--- src/rtl/amo_consts.svh ---
`ifndef AMO_CONSTS_SVH
`define AMO_CONSTS_SVH

//////////////////////////////
// bus widths
//////////////////////////////

// word address, 256 words
`define AMO_ADR_W 8

// data word
`define AMO_DAT_W 32

//////////////////////////////
// memory
//////////////////////////////

`define AMO_DEPTH 256

// read wait cycles counted by wait_timer
`define AMO_MEM_WAIT 2

`endif

--- src/rtl/wait_timer.sv ---
`default_nettype none

`include "amo_consts.svh"

module wait_timer (
  input  logic clk,
  input  logic reset,
  input  logic start,
  output logic done
);

  // wide enough for the full wait count
  localparam int CNT_W = $clog2(`AMO_MEM_WAIT + 1);

  logic [CNT_W-1:0] cnt;
  // counting in progress
  logic             run;

  always_ff @(posedge clk) begin
    if (reset) begin
      cnt <= '0;
      run <= 1'b0;
    end else if (start) begin
      cnt <= CNT_W'(`AMO_MEM_WAIT);
      run <= 1'b1;
    end else if (run) begin
      if (cnt != '0) begin
        cnt <= cnt - 1'b1;
      end else begin
        // zero reached, stop after this cycle
        run <= 1'b0;
      end
    end
  end

  // one cycle at zero while running
  assign done = run && (cnt == '0);

endmodule

`default_nettype wire

--- config.mk ---
export PLATFORM = sky130hd
export DESIGN_NAME = wait_timer
export DESIGN_NICKNAME = d
export VERILOG_FILES = /design/src/rtl/wait_timer.sv
export VERILOG_INCLUDE_DIRS = /design/src /design/src/rtl
export SDC_FILE = /design/constraint.sdc
export NUM_CORES = 1
export LEC_CHECK = 0
export BUFFER_PORTS_ARGS = -buffer_cell sky130_fd_sc_hd__buf_2
export CAP_MARGIN = 15
export CORE_AREA = 2 2 39 41
export CTS_BUF_LIST = sky130_fd_sc_hd__clkbuf_8 sky130_fd_sc_hd__clkbuf_16
export DETAILED_ROUTE_END_ITERATION = 16
export DIE_AREA = 0 0 41 43
export SLEW_MARGIN = 20
export SYNTH_ARGS = -nofsm -noshare
export SYNTH_HDL_FRONTEND = slang
export SYNTH_SLANG_ARGS = --single-unit
--- constraint.sdc ---
create_clock -name clk -period 0.9 [get_ports clk]
set_clock_uncertainty 0.1 [all_clocks]
set_input_delay 0.045 -clock clk [delete_from_list [all_inputs] [get_ports clk]]
set_output_delay 0.045 -clock clk [all_outputs]
set_load 0.05 [all_outputs]
==> results.md <==
- The first global-routing pass estimated 365 um of wire.
- Across the run, the number of max-cap violations was 0.
- The DRC violations left is 0.
- The post-CTS clock slew at the launch and capture registers of the worst setup and hold paths is 0.03 ns.
- The combinational family with the most area after synthesis is simple AND/OR/NAND/NOR gates.
- The die outline area is roughly 1800 um2.
- Once the floorplan was initialized, standard cells occupied 8.59% of the core.
- The post-synthesis cell count is 13.
- The total global routing overflow is 0.
- The via count of the first global-routing pass is 107.
- The total area of sequential cells is slightly above 60 um2.
- The longest clock path from root to sink contains 2 buffers.
- Summing the areas of all and, or, nand and nor instances in the mapped netlist gives 23.2% of the synthesized area.
- After Yosys synthesis, XOR and XNOR cells account for 0% of the synthesized area.
- The floorplan step defined a core boundary enclosing around 1400 um2.
- The TritonCTS buffer count is 3.
- In this run the remaining antenna-violating nets after routing total 0.
- In this run the power density over the cells is 2290 nW/um2.
- The signal on the critical path passes through nand2b_4 > nor2_4 > buf_8.
- The adder and majority gate portion of the synthesized area is 0%.
- The normalized max-slew margin is 87.9%.
- The number of synthesized register bits is 3.
- The count of placed standard cells including taps is 33.
- Leaving out filler cells and counting taps, the final layout contains 39.
- After synthesis, the cell types taking the most area are dfxtp_1, a211oi_2, nand2b_1, a21oi_1, nand3b_1.
- Setup repair after global routing could not meet its margin everywhere.
- For this design the static power due to leakage is 0.000102 uW.
- For the worst setup path, the data required time is 0.75 ns.
- The tree built by TritonCTS fans out to 3 sinks.
- The floorplan step set the die width to 41 um.
- The total negative slack is -0.178 ns.
- In this run the count of I/O pins placed on the die edge is 4.
- Sequential cells were found to cover 50.5% of the synthesized design area.
- The cell type with the largest total area after synthesis is dfxtp_1.
- The post-synthesis compound-gate area fraction is 23.2%.
- The capturing element type of the critical path is an output port.
- The final layout contains routed wiring with a total length of about 260 um.
- Fill cells in the final layout number 161.
- Global routing used 4.41% of the available tracks across all layers.
- The share of the synthesized area in the top cell type is about half.
- Along the worst path, the maximum fanout reaches 2.
- The number of distinct library cell variants in the gate-level netlist after synthesis is 8.
- The number of optimization iterations in the first detailed-route pass is 1.
- Dividing the final minimum period by the clock period gives 115%.
- The tree is rooted in a clkbuf_8.
- The H-tree level count is 1.
- The CTS tree is yes.
- The number of antenna violations at the first check in global routing is 0.
- The half-perimeter wire length after placement is between 150 and 200 um.
- The routed length per placed instance is 6.77 um.
- Across all setup checks in the final design, the least slack found is -0.134 ns.
- The site row count is 14.
- The critical path is of the reg2out type.
- The final setup violation count is 2.
- For this run, the top clock speed supported by timing is ~970 MHz.
- The final max-slew violation count is 0.
- Broken down by cell family, the worst path's largest delay share belongs to flip-flops.
- The post-synthesis to final-layout area growth is 113%.
- Data on the critical path arrives at its endpoint at about 0.89 ns.
- The final hold violation count is 0.
- The number of antenna repair diodes is 0.
- At the placement stage, the worst setup path has a slack of -0.0526 ns.
- The delay contributed by the slowest stage of the critical path is 0.30 ns.
- The slowest stage cell on the critical path is dfxtp_1.
- The total area of multi-input combinational cells is 70.1 um2.
- At the end of routability-driven placement, the weighted congestion stood at 0.495.
- The checks that failed: negative setup slack.
- The per-instance average area after synthesis is 9.14 um2.
- Summing every instance area after synthesis gives 119 um2.
- The overall via count from detail_route is 122.
- The post-synthesis net count is 16.
- The classification of the worst-slack hold path is reg2reg.
- In this run the vertical extent of the chip is 43 um.
- The first routing iteration left 0 violations.
- In the final layout, the share of cells above drive strength 1 is 47.8%.
- The detail-routed via count per cell is 3.13.
- The transition time of the tightest slew-check pin is 0.182 ns.
- IR analysis of the VDD net gives a maximum drop of around 0.34 mV.
- The worst setup path is launched from a register.
- After synthesis, the share of cell area in mux cells is 0%.
- The total of buffers placed on input and output ports is 3.
- After clock tree synthesis, the setup repair step added 0 buffers.
- Yosys printed 0 warnings.
- The clock latency on the worst-skew pair is between 0.2 and 0.25 ns.
- The flow ran to the end, but the final reports show violations.
- The net count of the finished layout is 27.
- The buffer and inverter count on the worst path is 1.
- The shortest period the worst path allows is roughly 1.0 ns.
- The pin count of the biggest net entering global routing is 5.
- Measured on the finished design, the core utilization comes to 18.3%.
[placed cells by master, fill, tap and decap left out, drive strengths merged]
cell / Yosys / layout
a21oi: 2 / 2
buf: 0 / 4
nand3b: 1 / 1
o21ai: 1 / 1
nor2: 2 / 2
nand2b: 2 / 2
clkbuf: 0 / 3
a211oi: 1 / 1
dfxtp: 3 / 3
dlygate4sd3: 0 / 2
inv: 1 / 2
[area by class of cell]
class	count	share of cell area, %
Timing Repair Buffer	6	20.8
Multi-Input combinational cell	9	27.7
Tap cell	16	7.92
Inverter	1	1.49
Clock inverter	1	1.49
Sequential cell	3	24.3
Clock buffer	3	16.3
[power by group]
group	internal, uW	switching (uW)
Clock	290	83.7
Combinational	28.2	25.8
Sequential	142	8.84
[logic make-up (layout without fill, tap and decap cells)]
logic type | count (synthesis) | after routing
simple gates | 5 | 5
compound gates | 4 | 4
flops | 3 | 3
buf+inv | 1 | 11
[registers in the layout (all words and copies together), names as in the netlist]
register	flops
run	1
cnt	2
[routing by layer]
layer  up-vias  track usage [%]  share of wire [%]
met5         -                0                  0
met4         0             8.00                5.7
met3         2             6.28                 16
met2         5             4.38                 41
met1        52             1.92                 37
li1         63                -                  -
[final timing paths]
path | startpoint | to | slack, ns | depth (start not counted)
max | cnt[0] | done | -0.13 | 3
min | run | run | 0.41 | 2
max reg2reg | cnt[0] | cnt[0] | -0.04 | 3
min reg2reg | run | run | 0.41 | 2
[synthesized netlist by cell type]
cell type / instances
nand3b_1: 1
dfxtp_1: 3
o21ai_0: 1
a211oi_2: 1
nor2_1: 2
inv_1: 1
a21oi_1: 2
nand2b_1: 2
[timing repair]
item / in CTS / in global routing
pin swaps: 0 / 0
hold endpoints to repair: 3 / 0
hold buffers: 2 / 0
endpoints found under the setup margin: 2 / 4
gates resized for setup: 4 / 1
[per-stage QoR]
| stage | instance area, um2 | power [uW] | hold WS (ns) |
|---|---|---|---|
| 3_3_place_gp | 169 | 188 | 0.149 |
| 5_1_grt | 253 | 613 | 0.436 |
| 3_5_place_dp | 169 | 188 | 0.150 |
| 2_1_floorplan | 126 | 175 | 0.00965 |
| 4_1_cts | 249 | 588 | 0.415 |
| 6_report | 253 | 578 | 0.411 |
[worst reg2reg max path: cells and delay by family (launching register included)]
family	cells	cell delay [ns]
DFF	1	0.30
buffers and inverters	1	0.13
AOI/OAI and AO/OA	1	0.18
and+or+nand+nor	1	0.16
Note: power is estimated with default switching activity, not from simulation.
