**src/rtl/amo_consts.svh**
```systemverilog
`ifndef AMO_CONSTS_SVH
`define AMO_CONSTS_SVH

//////////////////////////////
// bus widths
//////////////////////////////

// word address, 256 words
`define AMO_ADR_W 8

// data word
`define AMO_DAT_W 32

//////////////////////////////
// memory
//////////////////////////////

`define AMO_DEPTH 256

// read wait cycles counted by wait_timer
`define AMO_MEM_WAIT 2

`endif

```
**src/rtl/amo_pkg.sv**
```systemverilog
`default_nettype none

package amo_pkg;

  //////////////////////////////
  // atomic opcodes
  //////////////////////////////

  // write and swap both store wdt and return old word
  typedef enum logic [3:0] {
    OP_READ  = 4'd0,
    OP_WRITE = 4'd1,
    OP_SWAP  = 4'd2,
    OP_ADD   = 4'd3,
    OP_XOR   = 4'd4,
    OP_AND   = 4'd5,
    OP_OR    = 4'd6,
    OP_MIN   = 4'd7,
    OP_MAX   = 4'd8,
    OP_MINU  = 4'd9,
    OP_MAXU  = 4'd10
  } amo_op_e;

  //////////////////////////////
  // sequencer states
  //////////////////////////////

  typedef enum logic [2:0] {
    ST_IDLE  = 3'd0,
    ST_WAIT  = 3'd1,
    ST_WRITE = 3'd2,
    ST_RESP  = 3'd3
  } rmw_state_e;

endpackage

`default_nettype wire

```
**src/rtl/amo_alu.sv**
```systemverilog
`default_nettype none

`include "amo_consts.svh"

module amo_alu (
  input  amo_pkg::amo_op_e        op,
  input  logic [`AMO_DAT_W-1:0]   wdt,
  input  logic [`AMO_DAT_W-1:0]   rdt,
  output logic [`AMO_DAT_W-1:0]   new_wdt
);

  //////////////////////////////
  // shared comparator
  //////////////////////////////

  // unsigned compare for minu/maxu
  logic                  uns;
  // extension bits, sign or zero
  logic                  ext_w;
  logic                  ext_r;
  // one extra bit holds the sign of the difference
  logic [`AMO_DAT_W:0]   diff;
  // wdt below rdt
  logic                  lt;
  // plain sum for add, wraps
  logic [`AMO_DAT_W-1:0] sum;

  assign uns = (op == amo_pkg::OP_MINU) || (op == amo_pkg::OP_MAXU);

  // sign extension only for signed compare
  assign ext_w = ~uns & wdt[`AMO_DAT_W-1];
  assign ext_r = ~uns & rdt[`AMO_DAT_W-1];

  assign diff = {ext_w, wdt} - {ext_r, rdt};
  assign lt   = diff[`AMO_DAT_W];

  assign sum = wdt + rdt;

  //////////////////////////////
  // result select
  //////////////////////////////

  always_comb begin
    case (op)
      // read stores the old word back unchanged
      amo_pkg::OP_READ:  new_wdt = rdt;
      amo_pkg::OP_WRITE: new_wdt = wdt;
      amo_pkg::OP_SWAP:  new_wdt = wdt;
      amo_pkg::OP_ADD:   new_wdt = sum;
      // logic ops
      amo_pkg::OP_XOR:   new_wdt = wdt ^ rdt;
      amo_pkg::OP_AND:   new_wdt = wdt & rdt;
      amo_pkg::OP_OR:    new_wdt = wdt | rdt;
      // min picks the smaller one
      amo_pkg::OP_MIN:   new_wdt = lt ? wdt : rdt;
      amo_pkg::OP_MINU:  new_wdt = lt ? wdt : rdt;
      // max picks the larger one
      amo_pkg::OP_MAX:   new_wdt = lt ? rdt : wdt;
      amo_pkg::OP_MAXU:  new_wdt = lt ? rdt : wdt;
      // unknown opcode leaves memory as is
      default:           new_wdt = rdt;
    endcase
  end

endmodule

`default_nettype wire

```
**config.mk**
```make
export PLATFORM = sky130hd
export DESIGN_NAME = amo_alu
export DESIGN_NICKNAME = d
export VERILOG_FILES = /design/src/rtl/amo_pkg.sv /design/src/rtl/amo_alu.sv
export VERILOG_INCLUDE_DIRS = /design/src /design/src/rtl
export SDC_FILE = /design/constraint.sdc
export NUM_CORES = 1
export LEC_CHECK = 0
export ABC_AREA = 0
export ABC_CLOCK_PERIOD_IN_PS = 11500
export BUFFER_PORTS_ARGS = -buffer_cell sky130_fd_sc_hd__buf_2
export CAP_MARGIN = 10
export CELL_PAD_IN_SITES_DETAIL_PLACEMENT = 0
export CELL_PAD_IN_SITES_GLOBAL_PLACEMENT = 1
export CORE_AREA = 2 2 104 106
export DETAILED_ROUTE_END_ITERATION = 10
export DIE_AREA = 0 0 106 108
export GPL_ROUTABILITY_DRIVEN = 0
export PLACE_DENSITY_LB_ADDON = 0.1
export SYNTH_ARGS = -nofsm -noshare
export SYNTH_HDL_FRONTEND = slang
export SYNTH_SLANG_ARGS = --single-unit
```
**constraint.sdc**
```tcl
create_clock -name vclk -period 11.5
set_input_delay 2.3 -clock vclk [all_inputs]
set_output_delay 2.3 -clock vclk [all_outputs]
set_load 0.05 [all_outputs]
```
==> run summary <==
The peak fanout along the critical path is 27. The minimum period implied by the final worst setup slack came out at 8130 ps. The violation count after the first detailed-route iteration is 319.

Signal routing reaches up to met3. The final net count came out at 895. Synthesis produced a netlist whose cell count is 666. The length of routed met3 wiring came out at 731 µm. The overall overflow remaining after global route came out at 0.

Setup repair after global routing left no endpoint under its margin. The final-report hold violation count came to 0. The final period utilization is 70.7%. The total length of routed wires is 14300 µm. The run finished with clean final reports. The first global-routing pass estimated 22900 µm of wire. The number of clock buffers in the layout came out at 0. The number of distinct library cells after synthesis is 64.

sky130_fd_sc_hd__ha_1 takes more of the synthesized area than any other cell. The detailed-router iteration count before antenna repair is 5. The post-synthesis average cell area is 6.66 µm². The initial antenna violation count is 0. Measured against its own limit, the worst slew margin works out to 28.6%.

The via count of the first global-routing pass is 4630. Global routing consumed, over all layers together, 23.9% of the routing resources. The number of setup buffers added after CTS is 0.

The slew at the pin with the worst max-slew slack is 1070 ps. The element type at the critical path end is a primary output. Derived from the worst setup path, the maximum achievable clock frequency is 0.123 GHz. The number of remaining DRC errors came out at 0. The post-synthesis net count is 831.

The area fraction of the dominant cell type after synthesis came out at 27.1%. The share of layout cells above drive strength 1 is 17.2%. In the detailed route, the total length drawn on met2 is 6650 µm. The worst hold-check slack came out at 5010 ps.

In this run the worst hold path is classified as input pin to primary output. The layout overhead on the synthesized area is 11.8%. The estimated wirelength of the detail-placed design came out at 10700 µm. For this configuration, the core starts out at a cell density of 43.4%. The height of the chip came out at 108 µm. The required time of the worst setup path came out at 9200 ps. In the final routing, the length of wire on met1 measures 6910 µm.

The placeable core area is 0.0102 mm². The maximum VDD drop came out at 0.0288 mV. The floorplan step defined a die boundary enclosing 0.0114 mm². After detailed routing, the number of vias per cell comes to 5.87. The area of the mapped netlist came out at 0.00444 mm². 100 I/O pins were placed. The register area is 0 µm².

The largest net degree at the start of global routing came out at 36. The floorplan row count is 37. The portion of the post-synthesis area used by sequential elements came out at 0%. The total via count after detailed routing came out at 5075. The Yosys step of the flow raised 0 warnings. Sorting the synthesized cells by area gives the leading types as sky130_fd_sc_hd__ha_1, sky130_fd_sc_hd__a21oi_1, sky130_fd_sc_hd__inv_1.

The horizontal die dimension is 106 µm. The final layout contains a sequential cell count of 0. The critical path arrival came out at 5830 ps. Input and output buffers added on the ports amount to 100. The hold buffer count at cts came out at 0. In this run the power density over the cells is 60.0 mW/mm². The number of slew-limit violations in the final report came out at 0. The leakage power summed over all cells is 2.57 nW. Summed over all failing endpoints, the final setup total negative slack is 0 ps. The worst setup path is launched from an input pin.

The number of diodes added for antenna fixing came out at 0. The core occupancy in the finished layout is 48.5%. The final number of setup-violating endpoints is 0. The final antenna-violating net count came out at 0. The critical path is of the input pin to primary output type. The max-cap violation count is 0. Once the clock tree was built, the resizer swapped 0 gates to a different size.

In the final routed layout, each cell accounts on average for 16.5 µm.
==> path summary, 6_finish.rpt <==
| check | endpoint | cells after the start | from |
|---|---|---|---|
| max | new_wdt[28] | 13 | wdt[29] |
| min | new_wdt[18] | 4 | wdt[18] |
==> metrics by stage <==
stage	cell area [µm²]	std cells	setup slack, ps	power [mW]
2_1_floorplan	4440	666	3990	0.221
3_3_place_gp	4960	864	3520	0.292
3_5_place_dp	4960	864	3400	0.295
4_1_cts	4960	864	3400	0.296
5_1_grt	4960	864	3140	0.323
6_report	4960	864	3370	0.297
==> cells in the mapped netlist, types with 3 or more instances <==
cell	instances
sky130_fd_sc_hd__a211o_1	5
sky130_fd_sc_hd__a211oi_1	5
sky130_fd_sc_hd__a21o_1	18
sky130_fd_sc_hd__a21oi_1	69
sky130_fd_sc_hd__a221o_1	12
sky130_fd_sc_hd__a221oi_1	10
sky130_fd_sc_hd__a221oi_2	5
sky130_fd_sc_hd__a22oi_1	22
sky130_fd_sc_hd__a31oi_1	4
sky130_fd_sc_hd__buf_2	4
sky130_fd_sc_hd__buf_4	3
sky130_fd_sc_hd__buf_6	4
sky130_fd_sc_hd__clkbuf_1	30
sky130_fd_sc_hd__ha_1	96
sky130_fd_sc_hd__inv_1	81
sky130_fd_sc_hd__nand2_1	52
sky130_fd_sc_hd__nand2b_1	6
sky130_fd_sc_hd__nand3_1	14
sky130_fd_sc_hd__nand4_1	6
sky130_fd_sc_hd__nor2_1	54
sky130_fd_sc_hd__nor2b_1	10
sky130_fd_sc_hd__nor3_1	14
sky130_fd_sc_hd__nor4_1	4
sky130_fd_sc_hd__o2111ai_1	4
sky130_fd_sc_hd__o211a_1	3
sky130_fd_sc_hd__o211ai_1	8
sky130_fd_sc_hd__o21ai_0	48
sky130_fd_sc_hd__o21ai_1	8
sky130_fd_sc_hd__o21bai_1	7
sky130_fd_sc_hd__o22ai_1	4
sky130_fd_sc_hd__or4_1	3
sky130_fd_sc_hd__xnor2_1	7
sky130_fd_sc_hd__xor2_1	5
==> area by class of cell <==
cell class | instances | area [µm²]
Tap cell | 136 | 170
Fill cell | 1081 | 5270
Multi-Input combinational cell | 544 | 3960
Timing Repair Buffer | 103 | 523
Inverter | 81 | 304
==> kinds of logic after synthesis <==
logic type	after synthesis	synth area share (%)
AOI/OAI and AO/OA	256	39.3
xor gates and xnor gates	12	2.37
and+or+nand+nor	176	18.8
buffers and inverters	122	11.4
muxes	2	0.451
adders and majority gates	98	27.8
==> placed cells by master (no fill, tap or decap), types with 6 or more instances in the layout <==
master	netlist	final
sky130_fd_sc_hd__buf_2	4	100
sky130_fd_sc_hd__a21oi_1	69	69
sky130_fd_sc_hd__nand4_1	6	6
sky130_fd_sc_hd__inv_1	81	81
sky130_fd_sc_hd__a21o_1	18	18
sky130_fd_sc_hd__o21bai_1	7	7
sky130_fd_sc_hd__nor3_1	14	12
sky130_fd_sc_hd__o21ai_0	48	48
sky130_fd_sc_hd__xnor2_1	7	7
sky130_fd_sc_hd__nand2_1	52	52
sky130_fd_sc_hd__nor2_1	54	53
sky130_fd_sc_hd__ha_1	96	96
sky130_fd_sc_hd__a22oi_1	22	22
sky130_fd_sc_hd__a221o_1	12	12
sky130_fd_sc_hd__nand2b_1	6	6
sky130_fd_sc_hd__nor2b_1	10	10
sky130_fd_sc_hd__a221oi_1	10	10
sky130_fd_sc_hd__nand3_1	14	13
sky130_fd_sc_hd__o21ai_1	8	8
sky130_fd_sc_hd__o211ai_1	8	8
==> per-layer routing <==
layer  track usage, %  up-vias
met5                0        -
met4             1.88        0
met3            0.844        0
met2             41.3      150
met1             34.4     2405
li1                 -     2520
==> worst max-delay path, stage by stage <==
cell                       delay (ps)
sky130_fd_sc_hd__buf_2            120
sky130_fd_sc_hd__inv_1             50
sky130_fd_sc_hd__ha_1             410
sky130_fd_sc_hd__nor4_1           560
sky130_fd_sc_hd__nand4_1          230
sky130_fd_sc_hd__nor3_1           380
sky130_fd_sc_hd__a211o_1          250
sky130_fd_sc_hd__nand2_2          100
sky130_fd_sc_hd__o211ai_2         330
sky130_fd_sc_hd__buf_4            460
sky130_fd_sc_hd__nand2_1          120
sky130_fd_sc_hd__a41oi_2          210
sky130_fd_sc_hd__buf_2            300
==> power breakdown <==
group / internal (mW) / total [mW] / switching, mW
Clock: 0 / 0 / 0
Sequential: 0 / 0 / 0
Combinational: 0.0935 / 0.297 / 0.204
Total: 0.0935 / 0.297 / 0.204
Note: power is estimated with default switching activity, not from simulation.
