File: src/rtl/amo_consts.svh
`ifndef AMO_CONSTS_SVH
`define AMO_CONSTS_SVH

//////////////////////////////
// bus widths
//////////////////////////////

// word address, 256 words
`define AMO_ADR_W 8

// data word
`define AMO_DAT_W 32

//////////////////////////////
// memory
//////////////////////////////

`define AMO_DEPTH 256

// read wait cycles counted by wait_timer
`define AMO_MEM_WAIT 2

`endif

File: src/rtl/amo_pkg.sv
`default_nettype none

package amo_pkg;

  //////////////////////////////
  // atomic opcodes
  //////////////////////////////

  // write and swap both store wdt and return old word
  typedef enum logic [3:0] {
    OP_READ  = 4'd0,
    OP_WRITE = 4'd1,
    OP_SWAP  = 4'd2,
    OP_ADD   = 4'd3,
    OP_XOR   = 4'd4,
    OP_AND   = 4'd5,
    OP_OR    = 4'd6,
    OP_MIN   = 4'd7,
    OP_MAX   = 4'd8,
    OP_MINU  = 4'd9,
    OP_MAXU  = 4'd10
  } amo_op_e;

  //////////////////////////////
  // sequencer states
  //////////////////////////////

  typedef enum logic [2:0] {
    ST_IDLE  = 3'd0,
    ST_WAIT  = 3'd1,
    ST_WRITE = 3'd2,
    ST_RESP  = 3'd3
  } rmw_state_e;

endpackage

`default_nettype wire

File: src/rtl/rmw_fsm.sv
`default_nettype none

module rmw_fsm (
  input  logic             clk,
  input  logic             reset,
  input  logic             vld,
  // latched opcode
  input  amo_pkg::amo_op_e op,
  input  logic             timer_done,
  output logic             rdy,
  output logic             req_take,
  output logic             timer_start,
  output logic             mem_rd,
  output logic             mem_wr,
  output logic             rsp_vld
);

  amo_pkg::rmw_state_e state;

  //////////////////////////////
  // handshake
  //////////////////////////////

  // only idle takes new work
  assign rdy      = (state == amo_pkg::ST_IDLE);
  assign req_take = vld & rdy;

  //////////////////////////////
  // state sequence
  //////////////////////////////

  always_ff @(posedge clk) begin
    if (reset) begin
      state       <= amo_pkg::ST_IDLE;
      mem_rd      <= 1'b0;
      timer_start <= 1'b0;
    end else begin
      // read strobe and timer kick, one cycle after acceptance
      mem_rd      <= req_take;
      timer_start <= req_take;
      case (state)
        amo_pkg::ST_IDLE: begin
          if (req_take) begin
            state <= amo_pkg::ST_WAIT;
          end
        end
        // memory read latency
        amo_pkg::ST_WAIT: begin
          if (timer_done) begin
            state <= amo_pkg::ST_WRITE;
          end
        end
        // single write-back cycle
        amo_pkg::ST_WRITE: begin
          state <= amo_pkg::ST_RESP;
        end
        // response pulse, then free again
        amo_pkg::ST_RESP: begin
          state <= amo_pkg::ST_IDLE;
        end
        default: begin
          state <= amo_pkg::ST_IDLE;
        end
      endcase
    end
  end

  //////////////////////////////
  // outputs from state
  //////////////////////////////

  // a read never writes back
  assign mem_wr  = (state == amo_pkg::ST_WRITE) && (op != amo_pkg::OP_READ);

  assign rsp_vld = (state == amo_pkg::ST_RESP);

endmodule

`default_nettype wire

File: config.mk
export PLATFORM = sky130hd
export DESIGN_NAME = rmw_fsm
export DESIGN_NICKNAME = d
export VERILOG_FILES = /design/src/rtl/amo_consts.svh /design/src/rtl/amo_pkg.sv /design/src/rtl/rmw_fsm.sv
export SDC_FILE = /design/constraint.sdc
export NUM_CORES = 1
export LEC_CHECK = 0
export ABC_AREA = 0
export BUFFER_PORTS_ARGS = -buffer_cell sky130_fd_sc_hd__clkbuf_2
export CAP_MARGIN = 20
export CORE_AREA = 2 2 39 41
export CTS_BUF_LIST = sky130_fd_sc_hd__clkbuf_8
export CTS_CLUSTER_SIZE = 10
export DETAILED_ROUTE_END_ITERATION = 8
export DIE_AREA = 0 0 41 43
export GPL_ROUTABILITY_DRIVEN = 0
export PLACE_DENSITY_LB_ADDON = 0.08
export REMOVE_ABC_BUFFERS = 1
export SYNTH_ARGS = -nofsm -noshare
export SYNTH_HDL_FRONTEND = slang
export SYNTH_SLANG_ARGS = --single-unit
File: constraint.sdc
create_clock -name clk -period 4.1 [get_ports clk]
set_clock_uncertainty 0.05 [all_clocks]
set_input_delay 0.41 -clock clk [delete_from_list [all_inputs] [get_ports clk]]
set_output_delay 0.41 -clock clk [all_outputs]
set_load 0.02 [all_outputs]
==> impl_summary.log, run 1 <==
INFO  metric outcome = complete, no violations
INFO  metric cpLargestDelayFamily = flip-flops
INFO  metric rsz0062_at_grt = false
INFO  metric maxSlewViolCount = 0
INFO  metric clk_pin_slew_worst_paths = 0.03 ns
INFO  metric setup-violations-final = 0
INFO  metric dr.first_iter.drc_count = 0
INFO  metric clock.fmax = 0.596 GHz
INFO  metric fp-row-count = 14
INFO  metric yosys.area_share.simple = between 20% and 30%
INFO  metric timing.max_slew.rel_slack = 84.9%
INFO  metric routed_wl_per_cell = 9.15 um
INFO  metric cp_data_required_time = 3.64 ns
INFO  metric synth.mux.area_fraction = 0%
INFO  metric synth_top_cell_by_area = sky130_fd_sc_hd__ha_1
INFO  metric pin_count = 14
INFO  metric timing.critical_path.buf_inv = 2
INFO  metric postCtsHoldBufs = 0
INFO  metric final_hold_vio_count = 0
INFO  metric r2r-start = state[0]$_SDFFE_PP0P_
INFO  metric power_leakage = 0.179 nW
INFO  metric synth_fa_ha_area_share = between 20% and 30%
INFO  metric syn-cell-area = 223 um^2
INFO  metric crit_chain = inv_1 -> ha_1 -> and2_2 -> clkbuf_2
INFO  metric dominant_combinational_cell_family_by_area_after_synthesis = adder cells
INFO  metric drive_gt1_share = between 40 and 50%
INFO  metric cap_viol_max_count = 0
INFO  metric die_width = 41 um
INFO  metric finalInstanceArea = between 300 and 400 um^2
INFO  metric setup-tns-final = 0 ns
INFO  metric synth_top_area_share = 28.1%
INFO  metric postPlaceCellArea = 300 um^2
INFO  metric hold_path.class = in -> reg
INFO  metric route.vias.total = between 200 and 250
INFO  metric yosys-top-cells-area = sky130_fd_sc_hd__ha_1 (28%), sky130_fd_sc_hd__dfxtp_1 (27%), sky130_fd_sc_hd__o31ai_1 (6.7%), sky130_fd_sc_hd__nor2b_4 (6.2%), sky130_fd_sc_hd__nor2b_1 (5.6%)
INFO  metric cts.path.max_buffers = 2
INFO  metric cts_inserted_buffers = 3
INFO  metric drc_violation_count_after_routing = 0
INFO  metric yosysSeqAreaShare = between 20% and 30%
INFO  metric initial_utilization = 16.1%
INFO  metric largest_net_degree_at_the_start_of_global_routing = 6
INFO  metric first_global_vias = around 200
INFO  metric synth.most_common_cell = sky130_fd_sc_hd__ha_1
INFO  metric worstMarginPinSlew = 0.224 ns
INFO  metric number_of_antenna_violations_at_the_first_check_in_global_routing = 0
INFO  metric die_height = 43 um
INFO  metric source_of_the_worst_hold_timing_path = reset
INFO  metric layout.nets = 52
INFO  metric vias_per_cell = 3.85
INFO  metric synth.cells.most_frequent = sky130_fd_sc_hd__ha_1 (5), sky130_fd_sc_hd__dfxtp_1 (3)
INFO  metric h-tree-depth = 1
INFO  metric clock_sinks = 3
INFO  metric worstSkewPairLatency = 0.21 ns
INFO  metric fraction_of_synthesis_flops_using_an_asynchronous_set_or_reset_pin = 0%
INFO  metric criticalPathCategory = reg -> out
INFO  metric grt_first_pass_wirelength = approximately 800 um
INFO  metric path_max_fanout = 4
INFO  metric max_stage_delay = 0.35 ns
INFO  metric vdd_drop_max = 0.213 mV
INFO  metric num_antenna_cells = 0
INFO  metric floorplan.die_area = 0.00176 mm^2
INFO  metric pre_cts_slack = 2.58 ns
INFO  metric final.period_utilization = 40.9%
INFO  metric cp-start-kind = flop
INFO  metric hold-path-cell-count = 2
INFO  metric clockRootBuffer = sky130_fd_sc_hd__clkbuf_8
INFO  metric clock_tree_from_tritoncts = done
INFO  metric port_buf_inserts = 13
INFO  metric holdPathEnd = mem_rd$_SDFF_PP0_
INFO  metric setup.worst_path.end_class = output pin
INFO  metric worst_slack = 2.42 ns
INFO  metric fin_worst_hold_slack = 0.380 ns
INFO  metric numPlacedInstances = 50
INFO  metric synth_ff_type = sky130_fd_sc_hd__dfxtp_1
INFO  metric final_antenna_net_count = 0
INFO  metric finalWorstPathRequiredPeriod = about 1.7 ns
INFO  metric p_per_area = roughly 770 mW/mm^2
INFO  metric cpMaxStageDelayCell = sky130_fd_sc_hd__dfxtp_1
INFO  metric worstPathArrival = 1.22 ns
INFO  metric synth.ff_latch_count = 3
INFO  metric number_of_enable_flip_flop_cells_after_synthesis = 0
INFO  metric xor_xnor_fraction_of_synth_area = 0%
INFO  metric sum_of_routed_wire_length_over_all_layers = 494 um
INFO  metric postSynthCellCount = 22
INFO  metric placeableCoreArea = 0.00138 mm^2
INFO  metric reg2reg_setup_slack = 2.56 ns
INFO  metric synthesis.yosys.warnings = 0
INFO  metric finalNonFillerCells = 54
INFO  metric global_route_congestion_overflow_total = 0
INFO  metric cts_repair_resizes = 0
INFO  metric grt_util_all_layers = ~7%
INFO  metric syn-mean-instance-area = 10.1 um^2
INFO  metric post_synthesis_cell_type_count = 12
INFO  metric postCtsSetupBuffers = 0
INFO  metric synth-compound-area-share = about an eighth
INFO  metric critical_path.reg2reg.endpoint = state[1]$_SDFFE_PP0P_
INFO  metric worst-r2r-cell-count = 5
INFO  metric synthToLayoutAreaGrowth = 55.1%
INFO  metric first_pass_iters = 1
[how the worst max path moves through the flow]
stage | cells past startpoint | end | start
after floorplan | 5 | state[0]$_SDFFE_PP0P_ | state[0]$_SDFFE_PP0P_
after global placement | 5 | state[1]$_SDFFE_PP0P_ | state[1]$_SDFFE_PP0P_
after detailed placement | 3 | mem_wr | op[1]
after CTS | 4 | req_take | state[0]$_SDFFE_PP0P_
after global routing | 4 | req_take | state[0]$_SDFFE_PP0P_
final | 4 | req_take | state[0]$_SDFFE_PP0P_
[worst register-to-register path, delay by kind of cell (launching register included)]
family	cells	cell delay [ns]
AND/OR/NAND/NOR	2	0.64
buffers and inverters	1	0.10
flip-flops	1	0.35
AO/OA/AOI/OAI	1	0.09
adder cells (fa/ha/maj)	1	0.21
[routing by layer]
layer | up-vias | share of wire, % | track usage, %
met3 | 0 | 7.5 | 3.14
met5 | - | 0 | 0
met2 | 5 | 52 | 10.0
met1 | 96 | 40 | 8.01
met4 | 0 | 0 | 4.00
li1 | 107 | - | -
[metrics by stage]
step | utilization, % | total power, mW
3_5_place_dp | 21.7 | 0.185
6_report | 25.0 | 0.265
3_3_place_gp | 21.7 | 0.189
2_1_floorplan | - | 0.150
5_1_grt | 25.0 | 0.290
4_1_cts | 25.0 | 0.270
[cell families after synthesis]
family	Yosys count
buf+inv	3
fa+ha+maj	5
compound gates	3
simple gates	8
flops	3
[power by group]
group	internal, mW	switching (mW)	total, mW
Clock	0.0635	0.0173	0.0808
Sequential	0.0415	0.00848	0.0500
Combinational	0.0578	0.0768	0.135
[layout make-up]
cell class	instances	area, um^2
Fill cell	160	1040
Multi-Input combinational cell	16	148
Timing Repair Buffer	13	65.1
Sequential cell	3	60.1
Clock buffer	3	41.3
Tap cell	16	20.0
Inverter	2	7.51
Clock inverter	1	3.75
[sequential cells by signal (all words and copies together) (netlist names)]
register  cells
state         2
mem_rd        1
[cell usage in the layout (no fill, tap or decap), drive strengths merged]
cell type,n
and2,1
clkbuf,16
dfxtp,3
ha,5
inv,3
nor2,2
nor2b,3
o31ai,2
o41a,1
or4,1
or4b,1
(Power assumes the default switching activity.)
==> run 2: changes to the inputs <==
Clock period 4.1 ns to 1.4 ns, I/O delays scaled along.
==> impl_summary.log, run 2 (synthesis gave the netlist of run 1 again) <==
INFO  metric outcome = complete, no violations
INFO  metric cap_viol_max_count = 0
INFO  metric floorplan.die_area = 0.00176 mm^2
INFO  metric met1_usage = 8.28%
INFO  metric max_flop_register = state
INFO  metric r2r-start = state[1]$_SDFFE_PP0P_
INFO  metric final.period_utilization = 99.3%
INFO  metric met2_usage = a little over a tenth
INFO  metric timing.critical_path.buf_inv = 1
INFO  metric clock_sinks = 3
INFO  metric pnr_total_power = 0.952 mW
INFO  metric initial_utilization = 16.1%
INFO  metric detailedPlacementHpwl = 417 um
INFO  metric worstPathArrival = around 1.5 ns
INFO  metric worstMarginPinSlew = 0.190 ns
INFO  metric drc_violation_count_after_routing = 0
INFO  metric cpLargestDelayFamily = simple AND/OR/NAND/NOR gates
INFO  metric biggest_regs = state: 2 flops, mem_rd: 1 flops
INFO  metric pre_cts_slack = -0.0661 ns
INFO  metric synthToLayoutAreaGrowth = 87.6%
INFO  metric layout.cells.most_common_list = sky130_fd_sc_hd__clkbuf_2 (12), sky130_fd_sc_hd__clkbuf_8 (4), sky130_fd_sc_hd__buf_4 (3)
INFO  metric final_common_cell = sky130_fd_sc_hd__clkbuf_2
INFO  metric cp-start-kind = flop
INFO  metric layout.filler_cells = between 150 and 200
INFO  metric first_global_vias = between 200 and 250
INFO  metric max_stage_delay = 0.47 ns
INFO  metric clock_tree_from_tritoncts = done
INFO  metric setup.worst_path.end_class = flop
INFO  metric source_of_the_worst_hold_timing_path = reset
INFO  metric worst-r2r-cell-count = 5
INFO  metric port_buf_inserts = 13
INFO  metric route.vias.total = 229
INFO  metric timing.max_slew.rel_slack = 87.2%
INFO  metric layout.nets = 56
INFO  metric clockRootBuffer = sky130_fd_sc_hd__clkbuf_8
INFO  metric placeableCoreArea = 0.00138 mm^2
INFO  metric maxSlewViolCount = 0
INFO  metric cts_inserted_buffers = 3
INFO  metric worstSkewPairLatency = about 0.21 ns
INFO  metric sum_of_routed_wire_length_over_all_layers = roughly 520 um
INFO  metric dr.first_iter.drc_count = 0
INFO  metric setup-violations-final = 0
INFO  metric first_pass_iters = 1
INFO  metric crit_chain = inv_2 -> ha_1 -> nor2b_1 -> or4_1 -> o31ai_1
INFO  metric hold-path-cell-count = 2
INFO  metric clk_pin_slew_worst_paths = 0.03 ns
INFO  metric path_max_fanout = 4
INFO  metric h-tree-depth = 1
INFO  metric criticalPathCategory = reg -> reg
INFO  metric vdd_drop_max = 0.471 mV
INFO  metric vias_per_cell = 3.95
INFO  metric finalWorstPathRequiredPeriod = 1.39 ns
INFO  metric grt_util_all_layers = 7.81%
INFO  metric cp_data_required_time = 1.47 ns
INFO  metric p_per_area = approximately 2300 mW/mm^2
INFO  metric grt_most_used_layer = met2
INFO  metric rsz0062_at_grt = true
INFO  metric cpMaxStageDelayCell = sky130_fd_sc_hd__or4_1
INFO  metric use_met3 = 4.71%
INFO  metric final_hold_vio_count = 0
INFO  metric die_height = 43 um
INFO  metric clock.fmax = 0.719 GHz
INFO  metric largest_register_ff_count = 2
INFO  metric fp-row-count = 14
INFO  metric number_of_antenna_violations_at_the_first_check_in_global_routing = 0
INFO  metric hold_path.class = in -> reg
INFO  metric holdPathEnd = mem_rd$_SDFF_PP0_
INFO  metric die_width = 41 um
INFO  metric global_route_congestion_overflow_total = 0
INFO  metric reg2reg_setup_slack = 0.01 ns
INFO  metric postCtsSetupBuffers = 0
INFO  metric num_antenna_cells = 0
INFO  metric pin_count = 14
INFO  metric largest_net_degree_at_the_start_of_global_routing = 6
INFO  metric power_leakage = 0.202 nW
INFO  metric final_antenna_net_count = 0
INFO  metric grt_first_pass_wirelength = 855 um
INFO  metric critical_path.reg2reg.endpoint = state[0]$_SDFFE_PP0P_
INFO  metric drive_gt1_share = 69.0%
INFO  metric cts.path.max_buffers = 2
INFO  metric worst_slack = approximately 0.0097 ns
INFO  metric routed_wl_per_cell = about 9.0 um
-- run 2: cell types whose count changed in the layout (fill, tap and decap cells not counted), sizes merged --
cell,delta
buf,+4
-- run 2: layer usage --
layer	up-vias	wire [um]
met5	-	0
met4	0	10
met3	2	39
met2	7	270
met1	104	200
li1	116	-
-- run 2: cell type report --
| class | instances | area, um^2 | share of cell area, % |
|---|---|---|---|
| clock inverters | 1 | 3.75 | 0.898 |
| repair buffers | 17 | 108 | 25.7 |
| clock buffers | 3 | 41.3 | 9.88 |
| well taps | 16 | 20.0 | 4.79 |
| multi-input cells | 16 | 175 | 41.9 |
| inverters | 2 | 7.51 | 1.80 |
| flip-flops and latches | 3 | 62.6 | 15.0 |
-- run 2: how the worst max path moves through the flow --
stage,start,end,slack [ns],cells past startpoint
final,state[1]$_SDFFE_PP0P_,state[0]$_SDFFE_PP0P_,0.01,5
after global routing,state[0]$_SDFFE_PP0P_,state[0]$_SDFFE_PP0P_,-0.07,6
after CTS,state[0]$_SDFFE_PP0P_,state[0]$_SDFFE_PP0P_,-0.02,5
after detailed placement,state[0]$_SDFFE_PP0P_,state[0]$_SDFFE_PP0P_,-0.07,5
after global placement,state[1]$_SDFFE_PP0P_,state[1]$_SDFFE_PP0P_,-0.07,5
after floorplan,state[0]$_SDFFE_PP0P_,state[0]$_SDFFE_PP0P_,-0.02,5
-- run 2: power by group --
part	switching [mW]	internal [mW]	total, mW
logic	0.275	0.283	0.559
registers	0.0244	0.128	0.152
clock network	0.0548	0.186	0.241
-- run 2: timing repair --
item	CTS	global route
resized for setup	7	5
hold endpoints to repair	0	0
pin swaps	0	1
cloned	0	0
endpoints found under the setup margin	3	3
hold buffers	0	0
-- run 2: per-stage QoR --
step	area [um^2]	utilization (%)	hold slack, ns	TNS, ns	cells
final	418	30.2	0.105	0	58
after detailed placement	330	23.9	0.325	-0.115	54
after global placement	330	23.9	0.320	-0.125	54
after CTS	392	28.3	0.0996	-0.0159	58
after global routing	418	30.2	0.136	-0.146	58
after floorplan	215	-	0.162	-0.0323	21
-- run 2: worst register-to-register path, stage by stage, from the launching register on --
cell and delay (ns):
sky130_fd_sc_hd__dfxtp_2 0.32, sky130_fd_sc_hd__inv_2 0.06, sky130_fd_sc_hd__ha_1 0.18, sky130_fd_sc_hd__nor2b_1 0.14, sky130_fd_sc_hd__or4_1 0.47, sky130_fd_sc_hd__o31ai_1 0.08
